<file path="src/rtl/conv_geom_pkg.sv">
`default_nettype none
// ############################
// conv geometry package
// lane, beat, group and coordinate sizes
// ############################

package conv_geom_pkg;

    // mac array and data widths
    localparam int LANES      = 64;
    localparam int LANE_IW    = $clog2(LANES);
    localparam int PIX_W      = 8;
    localparam int WORD_PIX   = 8;
    localparam int MAX_GROUPS = 8;
    localparam int SUM_W      = 32;
    localparam int COORD_W    = 13;
    // kernel area up to 64 needs 7 bits
    localparam int AREA_W     = 7;
    localparam int GRP_W      = $clog2(MAX_GROUPS + 1);

    typedef logic [PIX_W-1:0] pixel_t;
    // one beat, pixel 0 in the low byte
    typedef pixel_t [WORD_PIX-1:0] beat_word_t;
    typedef pixel_t [LANES-1:0] lane_vec_t;
    typedef logic [MAX_GROUPS-1:0][SUM_W-1:0] sum_vec_t;
    typedef logic [COORD_W-1:0] coord_t;
    typedef logic [GRP_W-1:0] group_cnt_t;

endpackage
`default_nettype wire

</file>
<file path="src/rtl/batch_if.sv">
`timescale 1ns/1ps
`default_nettype none
// ############################
// batch interface
// packed lanes and tags, loader to mac and tagger
// ############################

interface batch_if import conv_geom_pkg::*; ();

    // one-cycle strobe per completed batch
    logic                batch_valid;
    lane_vec_t           data_lanes;
    lane_vec_t           weight_lanes;
    group_cnt_t          group_cnt;
    // kernel area, lanes per group
    logic [AREA_W-1:0]   area;
    // position of group 0
    coord_t              out_row;
    coord_t              out_col;
    logic                last;

    modport loader (
        output batch_valid, data_lanes, weight_lanes, group_cnt, area,
        output out_row, out_col, last
    );

    modport mac (
        input batch_valid, data_lanes, weight_lanes, group_cnt, area
    );

    modport tagger (
        input batch_valid, group_cnt, out_row, out_col, last
    );

endinterface
`default_nettype wire

</file>
<file path="src/rtl/result_tagger.sv">
`timescale 1ns/1ps
`default_nettype none
// ############################
// result tagger
// position tags in step with the mac
// registered result outputs
// ############################

module result_tagger
    import conv_geom_pkg::*;
(
    input  logic       clk,
    input  logic       rst,
    batch_if.tagger    bif,
    input  sum_vec_t   sums_i,
    input  logic       sums_valid_i,
    output sum_vec_t   result_o,
    output logic       result_valid_o,
    output coord_t     result_row_o,
    output coord_t     result_col_o,
    output group_cnt_t result_count_o,
    output logic       result_last_o
);
    // two tag stages, matching the two mac stages
    group_cnt_t grp_q [2];
    coord_t     row_q [2];
    coord_t     col_q [2];
    logic       last_q [2];

    always_ff @(posedge clk) begin
        grp_q[0]  <= bif.group_cnt;
        row_q[0]  <= bif.out_row;
        col_q[0]  <= bif.out_col;
        last_q[0] <= bif.last;
        grp_q[1]  <= grp_q[0];
        row_q[1]  <= row_q[0];
        col_q[1]  <= col_q[0];
        last_q[1] <= last_q[0];
        if (sums_valid_i) begin
            result_o       <= sums_i;
            result_row_o   <= row_q[1];
            result_col_o   <= col_q[1];
            result_count_o <= grp_q[1];
        end
    end

    always_ff @(posedge clk) begin
        if (!rst) begin
            result_valid_o <= 1'b0;
            result_last_o  <= 1'b0;
        end else begin
            result_valid_o <= sums_valid_i;
            result_last_o  <= sums_valid_i && last_q[1];
        end
    end

endmodule
`default_nettype wire

</file>
<file path="src/flat_wrapper.sv">
// flat-port wrapper written by rule: the top's interface ports become plain ports
module result_tagger_flat import conv_geom_pkg::*;
  (clk, rst, sums_i, sums_valid_i, result_o, result_valid_o, result_row_o, result_col_o, result_count_o, result_last_o, bif_batch_valid, bif_group_cnt, bif_out_row, bif_out_col, bif_last);
  batch_if bif_i ();
  input  logic clk;
  input  logic rst;
  input  sum_vec_t sums_i;
  input  logic sums_valid_i;
  output sum_vec_t result_o;
  output logic result_valid_o;
  output coord_t result_row_o;
  output coord_t result_col_o;
  output group_cnt_t result_count_o;
  output logic result_last_o;
  input wire logic [$bits(bif_i.batch_valid)-1:0] bif_batch_valid;
  input wire logic [$bits(bif_i.group_cnt)-1:0] bif_group_cnt;
  input wire logic [$bits(bif_i.out_row)-1:0] bif_out_row;
  input wire logic [$bits(bif_i.out_col)-1:0] bif_out_col;
  input wire logic [$bits(bif_i.last)-1:0] bif_last;
  assign bif_i.batch_valid = bif_batch_valid;
  assign bif_i.group_cnt = bif_group_cnt;
  assign bif_i.out_row = bif_out_row;
  assign bif_i.out_col = bif_out_col;
  assign bif_i.last = bif_last;
  result_tagger u_core (.clk(clk), .rst(rst), .bif(bif_i), .sums_i(sums_i), .sums_valid_i(sums_valid_i), .result_o(result_o), .result_valid_o(result_valid_o), .result_row_o(result_row_o), .result_col_o(result_col_o), .result_count_o(result_count_o), .result_last_o(result_last_o));
endmodule
</file>
<file path="config.mk">
export PLATFORM = sky130hd
export DESIGN_NAME = result_tagger_flat
export DESIGN_NICKNAME = d
export VERILOG_FILES = /design/src/rtl/conv_geom_pkg.sv /design/src/rtl/batch_if.sv /design/src/rtl/result_tagger.sv /design/src/flat_wrapper.sv
export SDC_FILE = /design/constraint.sdc
export NUM_CORES = 1
export LEC_CHECK = 0
export BUFFER_PORTS_ARGS = -buffer_cell sky130_fd_sc_hd__buf_2
export CAP_MARGIN = 10
export CORE_AREA = 4 4 223 225
export CTS_BUF_LIST = sky130_fd_sc_hd__clkbuf_8
export DETAILED_ROUTE_END_ITERATION = 12
export DIE_AREA = 0 0 227 229
export GPL_TIMING_DRIVEN = 0
export PLACE_DENSITY = 0.46
export SYNTH_ARGS = -nofsm -noshare
export SYNTH_HDL_FRONTEND = slang
export SYNTH_SLANG_ARGS = --single-unit
</file>
<file path="constraint.sdc">
create_clock -name clk -period 0.8 [get_ports clk]
set_input_delay 0.08 -clock clk [delete_from_list [all_inputs] [get_ports clk]]
set_output_delay 0.08 -clock clk [all_outputs]
set_load 0.1 [all_outputs]
</file>
=== Word-level counts from Yosys, hierarchy flattened ===
Memories as Yosys holds them, arrays and structs flattened. A register that Yosys moved wholly into a read port is not among the register bits.
Cells that the tools add are included.

* Register bits: 258
* Memory bits (writable): 62
* Logic and storage cells: 15
* Memories: 4

{| class="wikitable"
|+ Memories
! name !! words !! width !! read ports !! clocked after Yosys merged registers in !! write ports !! RTL line !! text
|-
| u_core.col_q || 2 || 13 || 2 || 1 || 2 || result_tagger.sv:27 || <nowiki>coord_t col_q [2];</nowiki>
|-
| u_core.row_q || 2 || 13 || 2 || 1 || 2 || result_tagger.sv:26 || <nowiki>coord_t row_q [2];</nowiki>
|-
| u_core.grp_q || 2 || 4 || 2 || 1 || 2 || result_tagger.sv:25 || <nowiki>group_cnt_t grp_q [2];</nowiki>
|-
| u_core.last_q || 2 || 1 || 2 || 0 || 2 || result_tagger.sv:28 || <nowiki>logic last_q [2];</nowiki>
|}

* Reductions and logical operators: 1

{| class="wikitable"
|+ Operator list
! operator !! number
|-
| $logic_and A1 B1 Y1 || 1
|}

=== Longest topological paths before layout ===
* Depth in word-level cells: 1
* Gate-level depth with buffers: 1

=== Worst setup path after synthesis ===
Ideal clock, no wire load.

* Path kind: reg-to-output
* Start point: register u_core.result_last_o
* End point: output port result_last_o
* Data arrival time: 0.909 ns
* Required time: 0.720 ns
* Path slack: -0.189 ns
* Stages on the path, launching flop included: 1
* Buffers on the path: 0
* Cell sequence: dfxtp_1

{| class="wikitable"
|+ RTL lines
! element !! RTL line !! text
|-
| start: declaration || result_tagger.sv:22 || <nowiki>output logic result_last_o</nowiki>
|-
| start signal: assignment || result_tagger.sv:53 || <nowiki>result_last_o <= sums_valid_i && last_q[1];</nowiki>
|-
| end: declaration || flat_wrapper.sv:14 || <nowiki>output logic result_last_o;</nowiki>
|}

No word-level cell between the ends.

=== Worst setup path in the final report ===
* Start point: register u_core.result_o[220] in the netlist's numbering
* End point: output port result_o[220] in the netlist's numbering

{| class="wikitable"
|+ RTL lines
! element !! RTL line !! text
|-
| start: declaration || result_tagger.sv:17 || <nowiki>output sum_vec_t result_o,</nowiki>
|-
| start signal: assignment || result_tagger.sv:40 || <nowiki>result_o <= sums_i;</nowiki>
|-
| end: declaration || flat_wrapper.sv:9 || <nowiki>output sum_vec_t result_o;</nowiki>
|}

No word-level cell between the ends.

==> metrics.log <==
INFO  metric hold_path_depth = 1
INFO  metric wl_per_cell = 17.7 um
INFO  metric final_layout_size_suffix_gt1_frac = 0.502
INFO  metric timing.fmax = 697 MHz
INFO  metric worst_hold_path_type = primary input to flip-flop
INFO  metric cts.path.max_buffers = 3
INFO  metric synth.distinct_cells = 4
INFO  metric antenna_violations_before_repair = 4
INFO  metric path_cells = buf_8
INFO  metric core_area = 47500 um^2
INFO  metric synthesized_area_per_cell = 28.1 um^2
INFO  metric fp.dieH = 229 um
INFO  metric critical-path-slowest-cell = edfxtp_1
INFO  metric total_nets_final = 1573
INFO  metric reg2reg_slack = 0.24 ns
INFO  metric final.setup.worst_slack = -0.635 ns
INFO  metric r2r_cells = 1
INFO  metric core.rowCount = 80
INFO  metric syn-num-nets = 643
INFO  metric dp.cells = 1546
INFO  metric tritoncts = done
INFO  metric synth_top_cells_by_area = edfxtp_1, dfxtp_1, and2_1
INFO  metric crit_end_element = primary output
INFO  metric final.hold.worst_slack = -0.0627 ns
INFO  metric critical_path_arrival = 1.35 ns
INFO  metric holdCritStartpoint = sums_valid_i
INFO  metric first_pass_grt_wire_length = 48800 um
INFO  metric numPortBuffers = 577
INFO  metric crit_type = flip-flop to primary output
INFO  metric worstPathRequired = 0.72 ns
INFO  metric grt_use_total = 0.124
INFO  metric cts_hold_buffers = 288
INFO  metric max_cap_viol_count = 0
INFO  metric timing.slew.headroom = 0.677
INFO  metric netlist_instances = 352
INFO  metric r2r-start = u_core.last_q[0][1]
INFO  metric clk_root_buffer_cell = clkbuf_8
INFO  metric report.power.total = 0.0512 W
INFO  metric ant_nets = 0
INFO  metric number_of_buffers_created_by_cts = 59
INFO  metric dieArea = 52000 um^2
INFO  metric peakVddDrop = 1.48 mV
INFO  metric hold-path-endpoint = u_core.result_o[140]
INFO  metric final_min_period_over_clock_period = 1.79
INFO  metric final_hold_viol_count = 51
INFO  metric fin_worst_skew = 0.0120 ns
INFO  metric firstDrtPassIters = 4
INFO  metric synthesis.area = 9880 um^2
INFO  metric insertion_delay = 0.60 ns
INFO  metric crit-reg2reg-capture = u_core.result_last_o
INFO  metric area_growth_syn_to_layout = 98.6%
INFO  metric final_cells = 1948
INFO  metric route.final.wire_length = 34600 um
INFO  metric critical_path.startpoint_type = flip-flop
INFO  metric status = finished, violations left
INFO  metric clk_transition_reported_paths = 0.06 ns
INFO  metric h-tree-depth = 2
INFO  metric timing.critical_path.slowest_cell_delay = 0.52 ns
INFO  metric failed_checks = negative hold slack, negative setup slack
INFO  metric slew_viol_final = 0
INFO  metric synth_seq_cells = 350
INFO  metric fin_util = 0.413
INFO  metric synth.yosys.seq_area_share = 0.999
INFO  metric pin_count = 579
INFO  metric globalRoute.totalOverflow = 0
INFO  metric drc = 0
INFO  metric synth_top_cell_by_area = edfxtp_1
INFO  metric grt_pass1_vias = 7968
INFO  metric setup_failing_eps_final = 288
INFO  metric worstMarginPinSlew = 0.485 ns
INFO  metric yosys_warnings = 0
INFO  metric power.density_cell_area = 2610 nW/um^2
INFO  metric n_fill_cell = 4194
INFO  metric cts_setup_buffers = 0
INFO  metric clock-sinks = 350
INFO  metric path_buf_inv = 1
INFO  metric gp_routability_congestion = 0.804
INFO  metric crit_path_max_fanout = 1
INFO  metric die_width = 227 um
INFO  metric dpl.hpwl = 21900 um
INFO  metric route.vias.total = 7076
INFO  metric fin_crit = 1.43 ns
INFO  metric grt_setup_unrepaired = true
INFO  metric crit_family = flip-flops
INFO  metric avgViaCountPerCell = 3.63
INFO  metric grt_max_degree = 120
INFO  metric initial_utilization = 0.208
INFO  metric power.static_leakage = 8.19 nW
INFO  metric yosys.area.top_type_share = 0.869
INFO  metric drt_iter0_markers = 319
state kept, by name, indices dropped and copies added (netlist names):
| name | count |
|---|---|
| u_core.result_o | 256 |
| u_core.result_valid_o | 1 |
| u_core.result_last_o | 1 |
| u_core.col_q | 26 |
| u_core.result_count_o | 4 |
| u_core.row_q | 26 |
| u_core.last_q | 2 |
| u_core.grp_q | 8 |
| u_core.result_col_o | 13 |
| u_core.result_row_o | 13 |
cell usage in the layout, fill, tap and decap left out, types with 3 or more instances in the layout:
cell type and count:
dlygate4sd3_1 288, buf_2 288, edfxtp_1 286, buf_6 277
clkbuf_8 72, dfxtp_1 62, inv_1 18, buf_8 10
clkinv_1 6, clkinv_2 6, diode_2 4, clkinvlp_4 3
bufinv_16 3
cell usage after synthesis:
cell type  count
and2_1         1
and3_1         1
edfxtp_1     286
dfxtp_1       64
cell type report:
cell class | count | area [um^2] | area share
Clock buffer | 72 | 991 | 0.0505
Sequential cell | 350 | 9870 | 0.503
Antenna cell | 4 | 10.0 | 0.000510
Clock inverter | 36 | 233 | 0.0119
Timing Repair Buffer | 869 | 7740 | 0.394
Tap cell | 615 | 769 | 0.0392
Multi-Input combinational cell | 2 | 12.5 | 0.000638
how the worst max path moves through the flow:
stage / startpoint / endpoint / slack, ns / depth (start not counted)
after global routing: u_core.result_o[59] / result_o[59] / -0.73 / 1
final: u_core.result_o[220] / result_o[220] / -0.63 / 1
after global placement: sums_valid_i / u_core.result_last_o / -4.66 / 2
after floorplan: u_core.result_col_o[0] / result_col_o[0] / -0.18 / 0
after detailed placement: sums_valid_i / u_core.result_o[85] / -0.65 / 2
after CTS: u_core.result_o[59] / result_o[59] / -0.73 / 1
stage by stage:
| step | setup WS [ns] | TNS, ns | area [um^2] |
|---|---|---|---|
| 5_1_grt | -0.728 | -164.61 | 19600 |
| 2_1_floorplan | -0.184 | -52.63 | 9880 |
| 3_3_place_gp | -4.66 | -1319.86 | 13500 |
| 6_report | -0.635 | -135.86 | 19600 |
| 3_5_place_dp | -0.655 | -150.25 | 13600 |
| 4_1_cts | -0.733 | -162.43 | 19500 |
layer usage:
layer  wire length, um  GRT usage
met1             12000      0.125
met2             18100      0.223
met5                 0          0
met4              1290     0.0520
met3              3210     0.0538
logic make-up after synthesis:
family	count (synthesis)	share of synthesized area
flops	350	0.999
simple gates	2	0.00127
report_power, final:
part	switching [W]	internal, W
registers	0.000627	0.0212
logic	0.00954	0.00356
clock network	0.00721	0.00908
what timing repair did:
| action | CTS | global route |
|---|---|---|
| hold endpoints to repair | 340 | 51 |
| resized for setup | 584 | 5 |
| setup endpoints to repair | 288 | 372 |
| cloned | 0 | 2 |
| pin swaps | 0 | 0 |
No activity file was read; power rests on OpenSTA's default activity.
