==> config.mk <==
export PLATFORM = sky130hd
export DESIGN_NAME = window_sequencer
export DESIGN_NICKNAME = d
export VERILOG_FILES = /design/src/rtl/conv_geom_pkg.sv /design/src/rtl/conv_ctrl_pkg.sv /design/src/rtl/window_sequencer.sv
export SDC_FILE = /design/constraint.sdc
export NUM_CORES = 1
export LEC_CHECK = 0
export BUFFER_PORTS_ARGS = -buffer_cell sky130_fd_sc_hd__buf_4
export CAP_MARGIN = 20
export CORE_ASPECT_RATIO = 1.75
export CORE_MARGIN = 3
export CORE_UTILIZATION = 29
export CTS_BUF_LIST = sky130_fd_sc_hd__clkbuf_4 sky130_fd_sc_hd__clkbuf_8 sky130_fd_sc_hd__clkbuf_16
export CTS_CLUSTER_DIAMETER = 200
export CTS_CLUSTER_SIZE = 10
export DETAILED_ROUTE_END_ITERATION = 6
export PLACE_DENSITY_LB_ADDON = 0.1
export SYNTH_ARGS = -nofsm -noshare
export SYNTH_HDL_FRONTEND = slang
export SYNTH_SLANG_ARGS = --single-unit
export TNS_END_PERCENT = 30
==> constraint.sdc <==
create_clock -name clk -period 12.7 [get_ports clk]
set_clock_uncertainty 0.05 [all_clocks]
set_input_delay 1.27 -clock clk [delete_from_list [all_inputs] [get_ports clk]]
set_output_delay 1.27 -clock clk [all_outputs]
set_load 0.02 [all_outputs]
==> src/rtl/conv_geom_pkg.sv <==
`default_nettype none
// ############################
// conv geometry package
// lane, beat, group and coordinate sizes
// ############################

package conv_geom_pkg;

    // mac array and data widths
    localparam int LANES      = 64;
    localparam int LANE_IW    = $clog2(LANES);
    localparam int PIX_W      = 8;
    localparam int WORD_PIX   = 8;
    localparam int MAX_GROUPS = 8;
    localparam int SUM_W      = 32;
    localparam int COORD_W    = 13;
    // kernel area up to 64 needs 7 bits
    localparam int AREA_W     = 7;
    localparam int GRP_W      = $clog2(MAX_GROUPS + 1);

    typedef logic [PIX_W-1:0] pixel_t;
    // one beat, pixel 0 in the low byte
    typedef pixel_t [WORD_PIX-1:0] beat_word_t;
    typedef pixel_t [LANES-1:0] lane_vec_t;
    typedef logic [MAX_GROUPS-1:0][SUM_W-1:0] sum_vec_t;
    typedef logic [COORD_W-1:0] coord_t;
    typedef logic [GRP_W-1:0] group_cnt_t;

endpackage
`default_nettype wire

==> src/rtl/conv_ctrl_pkg.sv <==
`default_nettype none
// ############################
// conv control package
// sequencer states and kernel limits
// ############################

package conv_ctrl_pkg;

    // widest kernel row handled in one beat
    localparam int MAX_KER_COL = 8;

    // holds a sampled kernel width, 0 to 8
    typedef logic [$clog2(MAX_KER_COL + 1)-1:0] kcol_t;

    // idle until start, then fetch kernel rows
    typedef enum logic [0:0] {
        SEQ_IDLE,
        SEQ_FETCH
    } seq_state_t;

endpackage
`default_nettype wire

==> src/rtl/window_sequencer.sv <==
`timescale 1ns/1ps
`default_nettype none
// ############################
// window sequencer
// kernel-row and output-position walk
// group count per batch
// ############################

module window_sequencer
    import conv_geom_pkg::*;
    import conv_ctrl_pkg::*;
(
    input  logic       clk,
    input  logic       rst,
    input  logic       start_i,
    input  logic       beat_i,
    input  coord_t     img_rows_i,
    input  coord_t     img_cols_i,
    input  coord_t     ker_rows_i,
    input  coord_t     ker_cols_i,
    output logic       busy_o,
    output logic       beat_take_o,
    output coord_t     ker_idx_o,
    output logic       batch_end_o,
    output group_cnt_t group_cnt_o,
    output coord_t     out_row_o,
    output coord_t     out_col_o,
    output logic       last_o,
    output coord_t     req_row_o,
    output coord_t     req_col_o
);
    seq_state_t        state_q;
    coord_t            rows_q, cols_q, krows_q;
    kcol_t             kcols_q;
    coord_t            ker_idx_q, out_row_q, out_col_q;
    coord_t            out_rows, out_cols, left;
    logic [AREA_W-1:0] area;
    group_cnt_t        cap, fetch, grp;
    logic              row_end;

    // output map size
    assign out_rows = rows_q - krows_q + coord_t'(1);
    assign out_cols = cols_q - coord_t'(kcols_q) + coord_t'(1);
    assign area     = AREA_W'(krows_q * coord_t'(kcols_q));
    // groups that fit into one 8-pixel fetch
    assign fetch    = group_cnt_t'(WORD_PIX + 1) - group_cnt_t'(kcols_q);
    // columns left in this output row
    assign left     = out_cols - out_col_q;

    always_comb begin
        // lane capacity, largest g with g*area <= 64
        cap = '0;
        for (int g = 1; g <= MAX_GROUPS; g++) begin
            if (g * int'(area) <= LANES) begin
                cap = group_cnt_t'(g);
            end
        end
        grp = (fetch < cap) ? fetch : cap;
        // clip at row end
        if (coord_t'(grp) > left) begin
            grp = group_cnt_t'(left);
        end
    end

    assign busy_o      = (state_q == SEQ_FETCH);
    assign beat_take_o = beat_i && (state_q == SEQ_FETCH);
    assign batch_end_o = beat_take_o && (ker_idx_q == krows_q - coord_t'(1));
    assign row_end     = (out_col_q + coord_t'(grp)) >= out_cols;
    // this batch closes the frame
    assign last_o      = row_end && (out_row_q == out_rows - coord_t'(1));
    assign ker_idx_o   = ker_idx_q;
    assign group_cnt_o = grp;
    assign out_row_o   = out_row_q;
    assign out_col_o   = out_col_q;
    // image row needed by the next beat
    assign req_row_o   = out_row_q + ker_idx_q;
    assign req_col_o   = out_col_q;

    always_ff @(posedge clk) begin
        if (!rst) begin
            state_q   <= SEQ_IDLE;
            rows_q    <= '0;
            cols_q    <= '0;
            krows_q   <= '0;
            kcols_q   <= '0;
            ker_idx_q <= '0;
            out_row_q <= '0;
            out_col_q <= '0;
        end else if (state_q == SEQ_IDLE) begin
            if (start_i) begin
                state_q   <= SEQ_FETCH;
                rows_q    <= img_rows_i;
                cols_q    <= img_cols_i;
                krows_q   <= ker_rows_i;
                kcols_q   <= kcol_t'(ker_cols_i);
                ker_idx_q <= '0;
                out_row_q <= '0;
                out_col_q <= '0;
            end
        end else if (beat_take_o) begin
            if (batch_end_o) begin
                ker_idx_q <= '0;
                if (last_o) begin
                    state_q <= SEQ_IDLE;
                end else if (row_end) begin
                    // wrap to next output row
                    out_col_q <= '0;
                    out_row_q <= out_row_q + coord_t'(1);
                end else begin
                    out_col_q <= out_col_q + coord_t'(grp);
                end
            end else begin
                ker_idx_q <= ker_idx_q + coord_t'(1);
            end
        end
    end

endmodule
`default_nettype wire

; Word level (Yosys, flattened, before mapping)
; Cells that the tools add are included.
[classes]
n_addsub = 12
reduce_logical = 8
n_lt_le_gt_ge = 11
multipliers = 5
eq_ne = 6
n_mux = 29
bitwise = 1
[op_table]
columns = op, n
row1 = $mux W13, 14
row2 = $add A13 B1 Y13 const B, 4
row3 = $le A10 B7 Y1 const B, 4
row4 = $mux W4, 7
row5 = $eq A13 B13 Y1, 2
row6 = $sub A13 B1 Y13 const B, 2
row7 = $sub A13 B13 Y13, 2
row8 = $mul A3 B7 Y10 const A, 2
row9 = $le A9 B7 Y1 const B, 2
row10 = $mul A2 B7 Y9 const A, 2
row11 = $add A13 B13 Y13, 1
row12 = $add A13 B4 Y13, 1
row13 = $ge A13 B13 Y1, 1
row14 = $gt A4 B13 Y1, 1
row15 = $mul A13 B4 Y7, 1
row16 = $sub A13 B4 Y13, 1
row17 = $le A8 B7 Y1 const B, 1
row18 = $le A7 B7 Y1 const B, 1
row19 = $mux W1, 6
row20 = $ne A2 B2 Y1 const B, 3
row21 = $reduce_and A5 Y1, 1
row22 = $lt A4 B4 Y1, 1
row23 = $mux W2, 2
row24 = $reduce_and A2 Y1, 2
row25 = other kinds (6), 8
[word_totals]
ff_bits = 83
input_bits = 56
wordCells = 80

; Logic depth before layout (Yosys ltp)
; Gate-level depths: netlist of run 1.
[depth]
ltp_word = 21
depth_mapped = 57
depth_no_buf = 55

; Least setup slack after synthesis of run 1
; No wires, ideal clock.
[synth_timing]
kind = reg2out
from = register krows_q[4]
to = output last_o
n_path_buf = 1
t_arrival_ns = 11.124
setup_slack_ns = 0.256
stages_incl_launch_ff = 52
t_required_ns = 11.380
path_cell_list = dfxtp_1 > clkbuf_1 > nand2_1 > fa_1 > fa_1 > inv_1 > ha_1 > xnor2_1 > inv_1 > fa_1 > inv_1 > ha_1 > a221o_1 > a221oi_1 > o21ba_2 > o2111ai_1 > o31ai_1 > nand2b_1 > [... 16 more ...] > nand4_1 > mux2i_1 > ha_1 > fa_1 > a21o_1 > a21oi_1 > nor3_1 > nand3_1 > or3_1 > nor3_1 > xnor2_1 > ha_1 > nand4_1 > nor3_1 > a211oi_1 > and2_1 > nor3_1 > o2111a_1
[synth_between]
elab_chain_len = 17
word_cells_on_any_way = 32
cone_classes = 4 x add/sub / 5 x mul / 11 x order compare / 1 x eq/ne / 10 x mux / 1 x reduce/logical
[synth_rtl]
columns = element, line_no
row1 = from (decl), window_sequencer.sv:33  ; coord_t rows_q, cols_q, krows_q;
row2 = from (signal assigned), window_sequencer.sv:94  ; krows_q <= ker_rows_i;
row3 = $mul A13 B4 Y7 *, window_sequencer.sv:44  ; assign area = AREA_W'(krows_q * coord_t'(kcols_q));
row4 = "parallel branches: the longest is 8 deep, another holds $mul A2 B7 Y9", -
row5 = $mux W4 *, window_sequencer.sv:54  ; if (g * int'(area) <= LANES) begin
row6 = $lt A4 B4 Y1, window_sequencer.sv:58  ; grp = (fetch < cap) ? fetch : cap;
row7 = $mux W4 *, window_sequencer.sv:58
row8 = $gt A4 B13 Y1, window_sequencer.sv:60  ; if (coord_t'(grp) > left) begin
row9 = $mux W4 *, window_sequencer.sv:60
row10 = net group_cnt_o[0], window_sequencer.sv:25  ; output group_cnt_t group_cnt_o,
row11 = $add A13 B4 Y13 *, window_sequencer.sv:68  ; assign row_end = (out_col_q + coord_t'(grp)) >= out_cols;
row12 = $ge A13 B13 Y1 *, window_sequencer.sv:68
row13 = $logic_and A1 B1 Y1 *, window_sequencer.sv:70  ; assign last_o = row_end && (out_row_q == out_rows - coord_t'(1));
row14 = to (decl), window_sequencer.sv:28  ; output logic last_o,
; Mark *: on every way through the listed nets, which the timed path passes.

; Worst setup path after layout of run 1
[layout_timing]
from = register kcols_q[3]
to = output last_o
[layout_between]
elab_chain_len = 17
word_cells_on_any_way = 32
cone_classes = 5 x add/sub / 5 x mul / 11 x order compare / 10 x mux / 1 x reduce/logical
[layout_rtl]
columns = element, line_no
row1 = from (decl), window_sequencer.sv:34  ; kcol_t kcols_q;
row2 = from (signal assigned), window_sequencer.sv:95  ; kcols_q <= kcol_t'(ker_cols_i);
row3 = "parallel branches: the longest is 15 deep, another holds $mul A13 B4 Y7", -
row4 = $ge A13 B13 Y1 *, window_sequencer.sv:68
row5 = $logic_and A1 B1 Y1 *, window_sequencer.sv:70
; Every way passes the cells marked *.

==> results of run 1 <==
cell type report:
cell class | count | share of cell area, %
Sequential cell | 83 | 15.11
Multi-Input combinational cell | 888 | 60.54
Inverter | 116 | 3.946
Tap cell | 382 | 4.331
Clock buffer | 9 | 2.041
Clock inverter | 7 | 0.4762
Timing Repair Buffer | 196 | 13.55
power groups by stage:
stage	Clock [mW]	Combinational, mW	Sequential (mW)
floorplan	0	0.311	0.283
global placement	0	0.453	0.285
detailed placement	0	0.456	0.285
CTS	0.270	0.469	0.279
global route	0.279	0.548	0.280
finish	0.261	0.490	0.279
kinds of logic after synthesis:
group / Yosys count / share of synthesized area, %
simple gates: 381 / 20.97
buf+inv: 158 / 7.432
flops: 83 / 19.17
xor+xnor: 99 / 10.48
mux: 15 / 1.818
fa+ha+maj: 140 / 21.94
compound gates: 253 / 18.20
layer usage:
metal / share of wire [%] / global-route usage [%] / vias to the layer above
met4: 3.0 / 6.298 / 0
met3: 2.8 / 2.057 / 41
met5: 0 / 0 / -
li1: - / - / 4226
met1: 39 / 18.95 / 3914
met2: 56 / 33.61 / 153
critical path, delay by kind of cell, from the launching register on:
family,cells,cell delay [ns]
buf+inv,6,0.62
compound gates,18,2.86
fa+ha+maj,9,3.56
mux,2,0.60
simple gates,16,2.57
xor+xnor,1,0.14
flops,1,0.32
placed cells by master (no fill, tap or decap), drive strengths merged, types with 14 or more instances in the layout:
| cell type | n |
|---|---|
| o21ai | 51 |
| a21o | 15 |
| nor3 | 28 |
| dfxtp | 83 |
| ha | 120 |
| xor2 | 27 |
| fa | 20 |
| inv | 118 |
| xnor2 | 69 |
| nor2b | 18 |
| nor2 | 71 |
| a21oi | 100 |
| or3 | 22 |
| nand2b | 14 |
| buf | 196 |
| nand3 | 30 |
| nand2 | 146 |
repair_timing:
item	in CTS	in global routing
setup endpoints to repair	1	1
gates resized for setup	22	53
pin swaps	5	42
setup buffers	1	6
hold endpoints to repair	0	0
through the flow:
stage               util [%]  setup slack (ns)
detailed placement     35.32          -0.07500
floorplan                  -            0.2556
global placement       35.32           0.09845
global route           37.55           -0.2733
finish                 37.55            0.3455
CTS                    36.63           0.01447
worst min path at each step:
| stage | startpoint | endpoint | slack, ns | cells past startpoint |
|---|---|---|---|---|
| after global placement | rows_q[0] | rows_q[0] | 0.40 | 2 |
| after floorplan | cols_q[1] | cols_q[1] | 0.39 | 2 |
| final | cols_q[1] | cols_q[1] | 0.41 | 2 |
| after CTS | cols_q[1] | cols_q[1] | 0.41 | 2 |
| after global routing | cols_q[1] | cols_q[1] | 0.43 | 2 |
| after detailed placement | cols_q[1] | cols_q[1] | 0.40 | 2 |
flip-flops by register name (all words and copies together), names as in the netlist:
signal,cells
busy_o,1
out_col_o,13
cols_q,13
krows_q,13
kcols_q,4
out_row_o,13
ker_idx_o,13
rows_q,13
==> results.cfg, run 1 <==
[status]
outcome = complete, no violations

[synthesis]
syn-instance-count = 1129
ys_ff_latch = 83
yosysMostFrequentCell = nand2_1
synthArstFlopShare_pct = 0
synthTopCellsByArea = dfxtp_1, ha_1, xnor2_1
ys_types = 68
netlist_area_um2 = 8670
synthTopCellsByCount = nand2_1, ha_1, inv_1
ys_warn_count = 0
yosys.area.top_type_share_pct = 19.17
avgSynthCellArea_um2 = 7.679
synthDominantAreaCellType = dfxtp_1
synth_ff_type = dfxtp_1
synth_nets = 1325
yosysSeqAreaShare_pct = 19.17
synth-edff-count = 0

[place]
io_buffers = 119
hpwlAfterDp_um = 22510
placed_cell_area_um2 = 10380
dp.cells = 1658
place_congestion = 0.8451

[detailed_routing]
drt-initial-drc-count = 277
num_vias = 8334
route.detailed.drc = 0
ant_nets = 0
wl_um = 28010
drt-pass1-iter-count = 5
routed_via_density = 4.958
post_drt_wl_per_cell_um = 16.66

[floorplanning]
die_h_um = 234.7
start_util_pct = 29.50
core_area_um2 = 29390
ioPinCount = 129
dieArea_um2 = 32090
die_w_um = 136.7
rows = 83

[sta]
rsz0062_at_grt = true
relSlewSlack_pct = 47.09
hold_viol_final = 0
setup_viol = 0
fin_crit_sh_pct = 97.28
finalSetupTns_ns = 0
tightest_slew_ns = 0.7853
fmax_mhz = 80.94
slew_violations = 0
period_needed_ns = 12.35
hold_slack_ns = 0.4080

[run]
max-cap-violations = 0

[min_path]
hp-class = flip-flop to flip-flop

[layout]
antenna-diode-count = 0
multi_input_area_um2 = 6681
nets = 1490
synthToLayoutAreaGrowth_pct = 27.29
fin_cells = 1681
layout-drive-gt1-share_pct = 21.94
seqCellArea_um2 = 1668
stdcell_area_um2 = 11040
nFillCells = 3107

[global_routing]
track_usage_pct = 17.45
grt_max_degree = 62
antenna_found_initial = 0
grt_pass1_wl_um = 43790
grt_pass1_vias = 8308
overflow = 0

[pwr]
p_seq_share_pct = 27.1
p_switching_mw = 0.4066
leakagePower_nw = 4.889
p_per_area_nw_per_um2 = 93.40
total_power_mw = 1.031
vdd_drop_max_v = 0.00006794
p_clk_share_pct = 25.4
comb_power_share_pct = 47.6
p_sw_share_pct = 39.45
p_int_mw = 0.6241

[cts]
cts_hold_buf = 0
cts_tree = built
clock-sinks = 83
clock_latency_ns = 0.36
h-tree-depth = 3
cts_inserted_buffers = 9
root_buffer = clkbuf_16
cts.clk_slew.worst_paths_ns = 0.07
cts_buffer_depth = 2

[critical_path]
rr_worst_depth = 55
crit_start = kcols_q[3]
rr_endpoint = out_col_o[12]
arrival_ns = 11.03
cp_max_fo = 3
critPathMostFrequentCell = ha_1
crit_slowest_cell = fa_1
endpoint = last_o
timing.rr.start = kcols_q[3]
required_ns = 11.38
crit_path_end_kind = primary output
slowest_delay_ns = 0.60
rrSetupSlack_ns = 1.18
crit_type = flip-flop to primary output
startpoint_type = flip-flop
(Power assumes the default switching activity.)
==> inputs of run 2 (changes only) <==
--- a/config.mk
+++ b/config.mk
@@ -5,6 +5,7 @@
 export SDC_FILE = /design/constraint.sdc
 export NUM_CORES = 1
 export LEC_CHECK = 0
+export ABC_CLOCK_PERIOD_IN_PS = 12700
 export BUFFER_PORTS_ARGS = -buffer_cell sky130_fd_sc_hd__buf_4
 export CAP_MARGIN = 20
 export CORE_ASPECT_RATIO = 1.75
==> constraint.sdc (replaced) <==
create_clock -name clk -period 12.7 [get_ports clk]
set_clock_uncertainty 0.05 [all_clocks]
set_input_delay 2.54 -clock clk [delete_from_list [all_inputs] [get_ports clk]]
set_output_delay 2.54 -clock clk [all_outputs]
set_load 0.02 [all_outputs]
==> run 2 against run 1 <==
Compared with the run above:
- the flow now finishes with violations (setup timing)
- global-route usage hardly changed
- final cell count is 0.95% higher
- via count is 0.86% lower
- highest routed layer unchanged
- sequential power hardly changed
- combinational power is 2% higher
- fmax is 7.7% lower
- register-to-register slack better by 0.14 ns
==> results.cfg, run 2 (synthesis gave the netlist of run 1 again) <==
[place]
io_buffers = 119
dp.cells = 1670
place_congestion = 0.8389
placed_cell_area_um2 = 10620
hpwlAfterDp_um = 22540

[global_routing]
grt_pass1_wl_um = 43790
use_met2_pct = 34.21
grt_pass1_vias = 8306
met1_usage_pct = 19.36
track_usage_pct = 17.50
grt_busiest_layer = met2
gr-usage-met3_pct = 1.178
antenna_found_initial = 0
grt_max_degree = 62
overflow = 0

[detailed_routing]
route.detailed.drc = 0
routed_via_density = 4.869
drt-pass1-iter-count = 4
ant_nets = 0
num_vias = 8262
post_drt_wl_per_cell_um = 16.41
drt-initial-drc-count = 227
wl_um = 27840

[floorplanning]
core_area_um2 = 29390
dieArea_um2 = 32090
ioPinCount = 129
rows = 83
die_h_um = 234.7
start_util_pct = 29.50
die_w_um = 136.7

[sta]
slew_violations = 0
setup_viol = 1
fin_crit_sh_pct = 105.4
tightest_slew_ns = 1.064
period_needed_ns = 13.39
fin_ws_ns = -0.6874
hold_viol_final = 0
finalSetupTns_ns = -0.6874
fmax_mhz = 74.70
rsz0062_at_grt = true
relSlewSlack_pct = 29.10

[cts]
cts_inserted_buffers = 9
cts.clk_slew.worst_paths_ns = 0.07
cts_tree = built
clock_latency_ns = 0.36
root_buffer = clkbuf_16
clock-sinks = 83
h-tree-depth = 3
cts_buffer_depth = 2

[layout]
layout_commonest_cell = buf_4
seqCellArea_um2 = 1669
fin_cells = 1697
nFillCells = 3126
nets = 1506
antenna-diode-count = 0
layout-drive-gt1-share_pct = 23.12
synthToLayoutAreaGrowth_pct = 29.10
final_cell_mix = buf_4, nand2_1, ha_1
stdcell_area_um2 = 11190
multi_input_area_um2 = 6705

[pwr]
p_per_area_nw_per_um2 = 94.35
vdd_drop_max_v = 0.00006999
leakagePower_nw = 4.999

[status]
failed_checks = setup timing
outcome = finished with violations

[critical_path]
arrival_ns = 10.80
required_ns = 10.11
crit_slowest_cell = fa_1
crit_type = flip-flop to primary output
startpoint_type = flip-flop
slowest_delay_ns = 0.55
cp_max_fo = 5
crit_path_end_kind = primary output

[run]
max-cap-violations = 0

[min_path]
hp-class = flip-flop to flip-flop
-- run 2: cell types whose count changed in the layout (fill, tap and decap cells not counted), sizes merged --
cell,change
bufinv,+1
clkinvlp,-2
buf,+16
clkinv,+1
-- run 2: metrics by stage --
step	util, %	hold slack [ns]	worst slack [ns]	power (mW)
floorplan	-	0.3863	-0.2215	0.6080
global placement	36.12	0.3979	-0.7116	0.7557
detailed placement	36.12	0.4029	-0.7768	0.7589
CTS	37.84	0.4122	-0.8472	1.062
global route	38.08	0.4407	-1.258	1.134
finish	38.08	0.4109	-0.6874	1.056
-- run 2: cell type report --
class                           count  area share, %
Multi-Input combinational cell    888          59.91
Sequential cell                    83          14.91
Timing Repair Buffer              212          14.32
Tap cell                          382          4.271
Inverter                          116          3.890
Clock buffer                        9          2.012
Clock inverter                      7         0.6819
-- run 2: metal layers --
metal | share of wire, % | wire length [um]
met1 | 40 | 11210
met2 | 56 | 15630
met3 | 1.7 | 466
met4 | 1.9 | 535
met5 | 0 | 0
-- run 2: power by group --
part / switching, mW / internal (mW) / total [mW]
clock: 0.125 / 0.154 / 0.278
sequential: 0.00928 / 0.269 / 0.279
combinational: 0.271 / 0.228 / 0.499
-- run 2: critical path: cells and delay by family (launching register included) --
kind	cells	cell delay (ns)
AO/OA/AOI/OAI	18	3.01
adder cells (fa/ha/maj)	9	3.19
AND/OR/NAND/NOR	15	2.25
XOR/XNOR	2	0.25
flip-flops	1	0.32
multiplexers	2	0.59
buffers and inverters	7	0.81
-- run 2: path summary, 6_finish.rpt --
| check | from | end | slack, ns | cells past startpoint |
|---|---|---|---|---|
| worst max-delay path | kcols_q[1] | last_o | -0.69 | 53 |
| worst min-delay path | cols_q[1] | cols_q[1] | 0.41 | 2 |
| worst max register to register | kcols_q[1] | out_col_o[12] | 1.32 | 57 |
| worst min register to register | cols_q[1] | cols_q[1] | 0.41 | 2 |
-- run 2: repair_timing --
| item | CTS | global route |
|---|---|---|
| hold buffers | 0 | 0 |
| pin swaps | 31 | 15 |
| gates resized for setup | 30 | 8 |
| buffers inserted | 8 | 2 |
| endpoints found under the setup margin | 1 | 1 |
==> inputs of run 3 (changes only) <==
--- a/config.mk
+++ b/config.mk
@@ -16,6 +16,7 @@
 export CTS_CLUSTER_SIZE = 10
 export DETAILED_ROUTE_END_ITERATION = 6
 export PLACE_DENSITY_LB_ADDON = 0.1
+export RECOVER_POWER = 50
 export SYNTH_ARGS = -nofsm -noshare
 export SYNTH_HDL_FRONTEND = slang
 export SYNTH_SLANG_ARGS = --single-unit
==> run 3 against run 2 <==
Compared with the run above:
- the flow finishes with violations (capacitance limit, slew limit, setup timing)
- utilization is 0.43 points lower
- worst hold slack hardly changed
- highest routed layer unchanged
- final cell count stayed put
- combinational power hardly changed
- sequential power hardly changed
- clock power hardly changed
- final area is 1.1% lower
- sequential cell count stayed put
- non-clock buffer count stayed put
- register-to-register slack worse by 0.05 ns
==> results.cfg, run 3 (synthesis gave the netlist of run 1 again) <==
[global_routing]
overflow = 0
grt_pass1_vias = 8306
grt_pass1_wl_um = 43790
track_usage_pct = 17.50
grt_max_degree = 62
antenna_found_initial = 0

[place]
placed_cell_area_um2 = 10620
place_congestion = 0.8389
dp_slack_ns = -0.7768
hpwlAfterDp_um = 22540
dp.cells = 1670
io_buffers = 119

[pwr]
vdd_drop_max_v = 0.00007068
leakagePower_nw = 4.859
p_per_area_nw_per_um2 = 95.32

[sta]
hold_viol_final = 0
slew_violations = 47
fin_ws_ns = -0.6803
rsz0062_at_grt = true
fin_crit_sh_pct = 105.4
setup_viol = 1
tightest_slew_ns = 2.035
period_needed_ns = 13.38
relSlewSlack_pct = -35.69
fmax_mhz = 74.74

[layout]
nFillCells = 3162
multi_input_area_um2 = 6703
nets = 1506
final_cell_mix = buf_4, nand2_1, ha_1
synthToLayoutAreaGrowth_pct = 27.64
final_util_pct = 37.65
stdcell_area_um2 = 11070
seqCellArea_um2 = 1669
fin_cells = 1697
layout-drive-gt1-share_pct = 20.53
layout_commonest_cell = buf_4
antenna-diode-count = 0

[cts]
clock_latency_ns = 0.36
clock-sinks = 83
cts_buffer_depth = 2
cts_hold_buf = 0
h-tree-depth = 3
root_buffer = clkbuf_16
cts_inserted_buffers = 9
cts_tree = built
cts.clk_slew.worst_paths_ns = 0.06

[floorplanning]
rows = 83
core_area_um2 = 29390
die_w_um = 136.7
start_util_pct = 29.50
ioPinCount = 129
die_h_um = 234.7
dieArea_um2 = 32090

[critical_path]
crit_type = flip-flop to primary output
crit_slowest_cell = fa_1
startpoint_type = flip-flop
cp_max_fo = 5
required_ns = 10.11
arrival_ns = 10.79
crit_path_end_kind = primary output
slowest_delay_ns = 0.55

[status]
outcome = finished with violations
failed_checks = capacitance limit, slew limit, setup timing

[detailed_routing]
ant_nets = 0
num_vias = 8278
routed_via_density = 4.878
wl_um = 27840
drt-pass1-iter-count = 4
post_drt_wl_per_cell_um = 16.41
route.detailed.drc = 0
drt-initial-drc-count = 225

[run]
max-cap-violations = 1

[min_path]
hp-class = flip-flop to flip-flop
==> run 3: through the flow <==
stage	power [mW]	setup TNS (ns)	hold slack [ns]
2_1_floorplan	0.6080	-0.2215	0.3863
3_3_place_gp	0.7557	-0.7116	0.3979
3_5_place_dp	0.7589	-0.7768	0.4029
4_1_cts	1.062	-0.8472	0.4122
5_1_grt	1.133	-1.258	0.4407
6_report	1.055	-0.6803	0.4109
==> run 3: final cells by class <==
cell class | instances | area share, %
multi-input combinational | 888 | 60.57
sequential | 83 | 15.08
timing repair buffer | 212 | 13.37
tap | 382 | 4.319
inverter | 116 | 3.935
clock buffer | 9 | 2.035
clock inverter | 7 | 0.6897
==> run 3: path summary, 6_finish.rpt <==
kind | cells after the start | from | endpoint | slack, ns
hold reg to reg | 2 | cols_q[1] | cols_q[1] | 0.41
hold / removal | 2 | cols_q[1] | cols_q[1] | 0.41
setup reg to reg | 57 | kcols_q[1] | out_col_o[12] | 1.27
setup / recovery | 53 | kcols_q[1] | last_o | -0.68
==> run 3: worst max-delay path, delay by kind of cell, from the launching register on <==
kind | cells | cell delay [ns]
adders and majority gates | 9 | 3.19
muxes | 2 | 0.59
and+or+nand+nor | 15 | 2.25
DFF | 1 | 0.32
xor gates and xnor gates | 2 | 0.25
buffers and inverters | 7 | 0.81
AOI/OAI and AO/OA | 18 | 3.00
==> run 3: power breakdown <==
| part | switching, mW | internal [mW] | leakage, nW |
|---|---|---|---|
| sequential | 0.00927 | 0.269 | 0.678 |
| combinational | 0.271 | 0.227 | 4.04 |
| clock | 0.124 | 0.154 | 0.142 |
==> run 3: repair_timing <==
item / CTS / global route
setup endpoints to repair: 1 / 1
gates cloned: 0 / 0
setup buffers: 8 / 2
gates resized for setup: 30 / 8
pin swaps: 31 / 15
==> run 3: per-layer routing <==
layer | track usage [%] | vias up | wire length (um)
li1 | - | 4260 | -
met5 | 0 | - | 0
met3 | 1.178 | 27 | 471
met2 | 34.21 | 100 | 15510
met1 | 19.36 | 3891 | 11230
met4 | 5.717 | 0 | 631
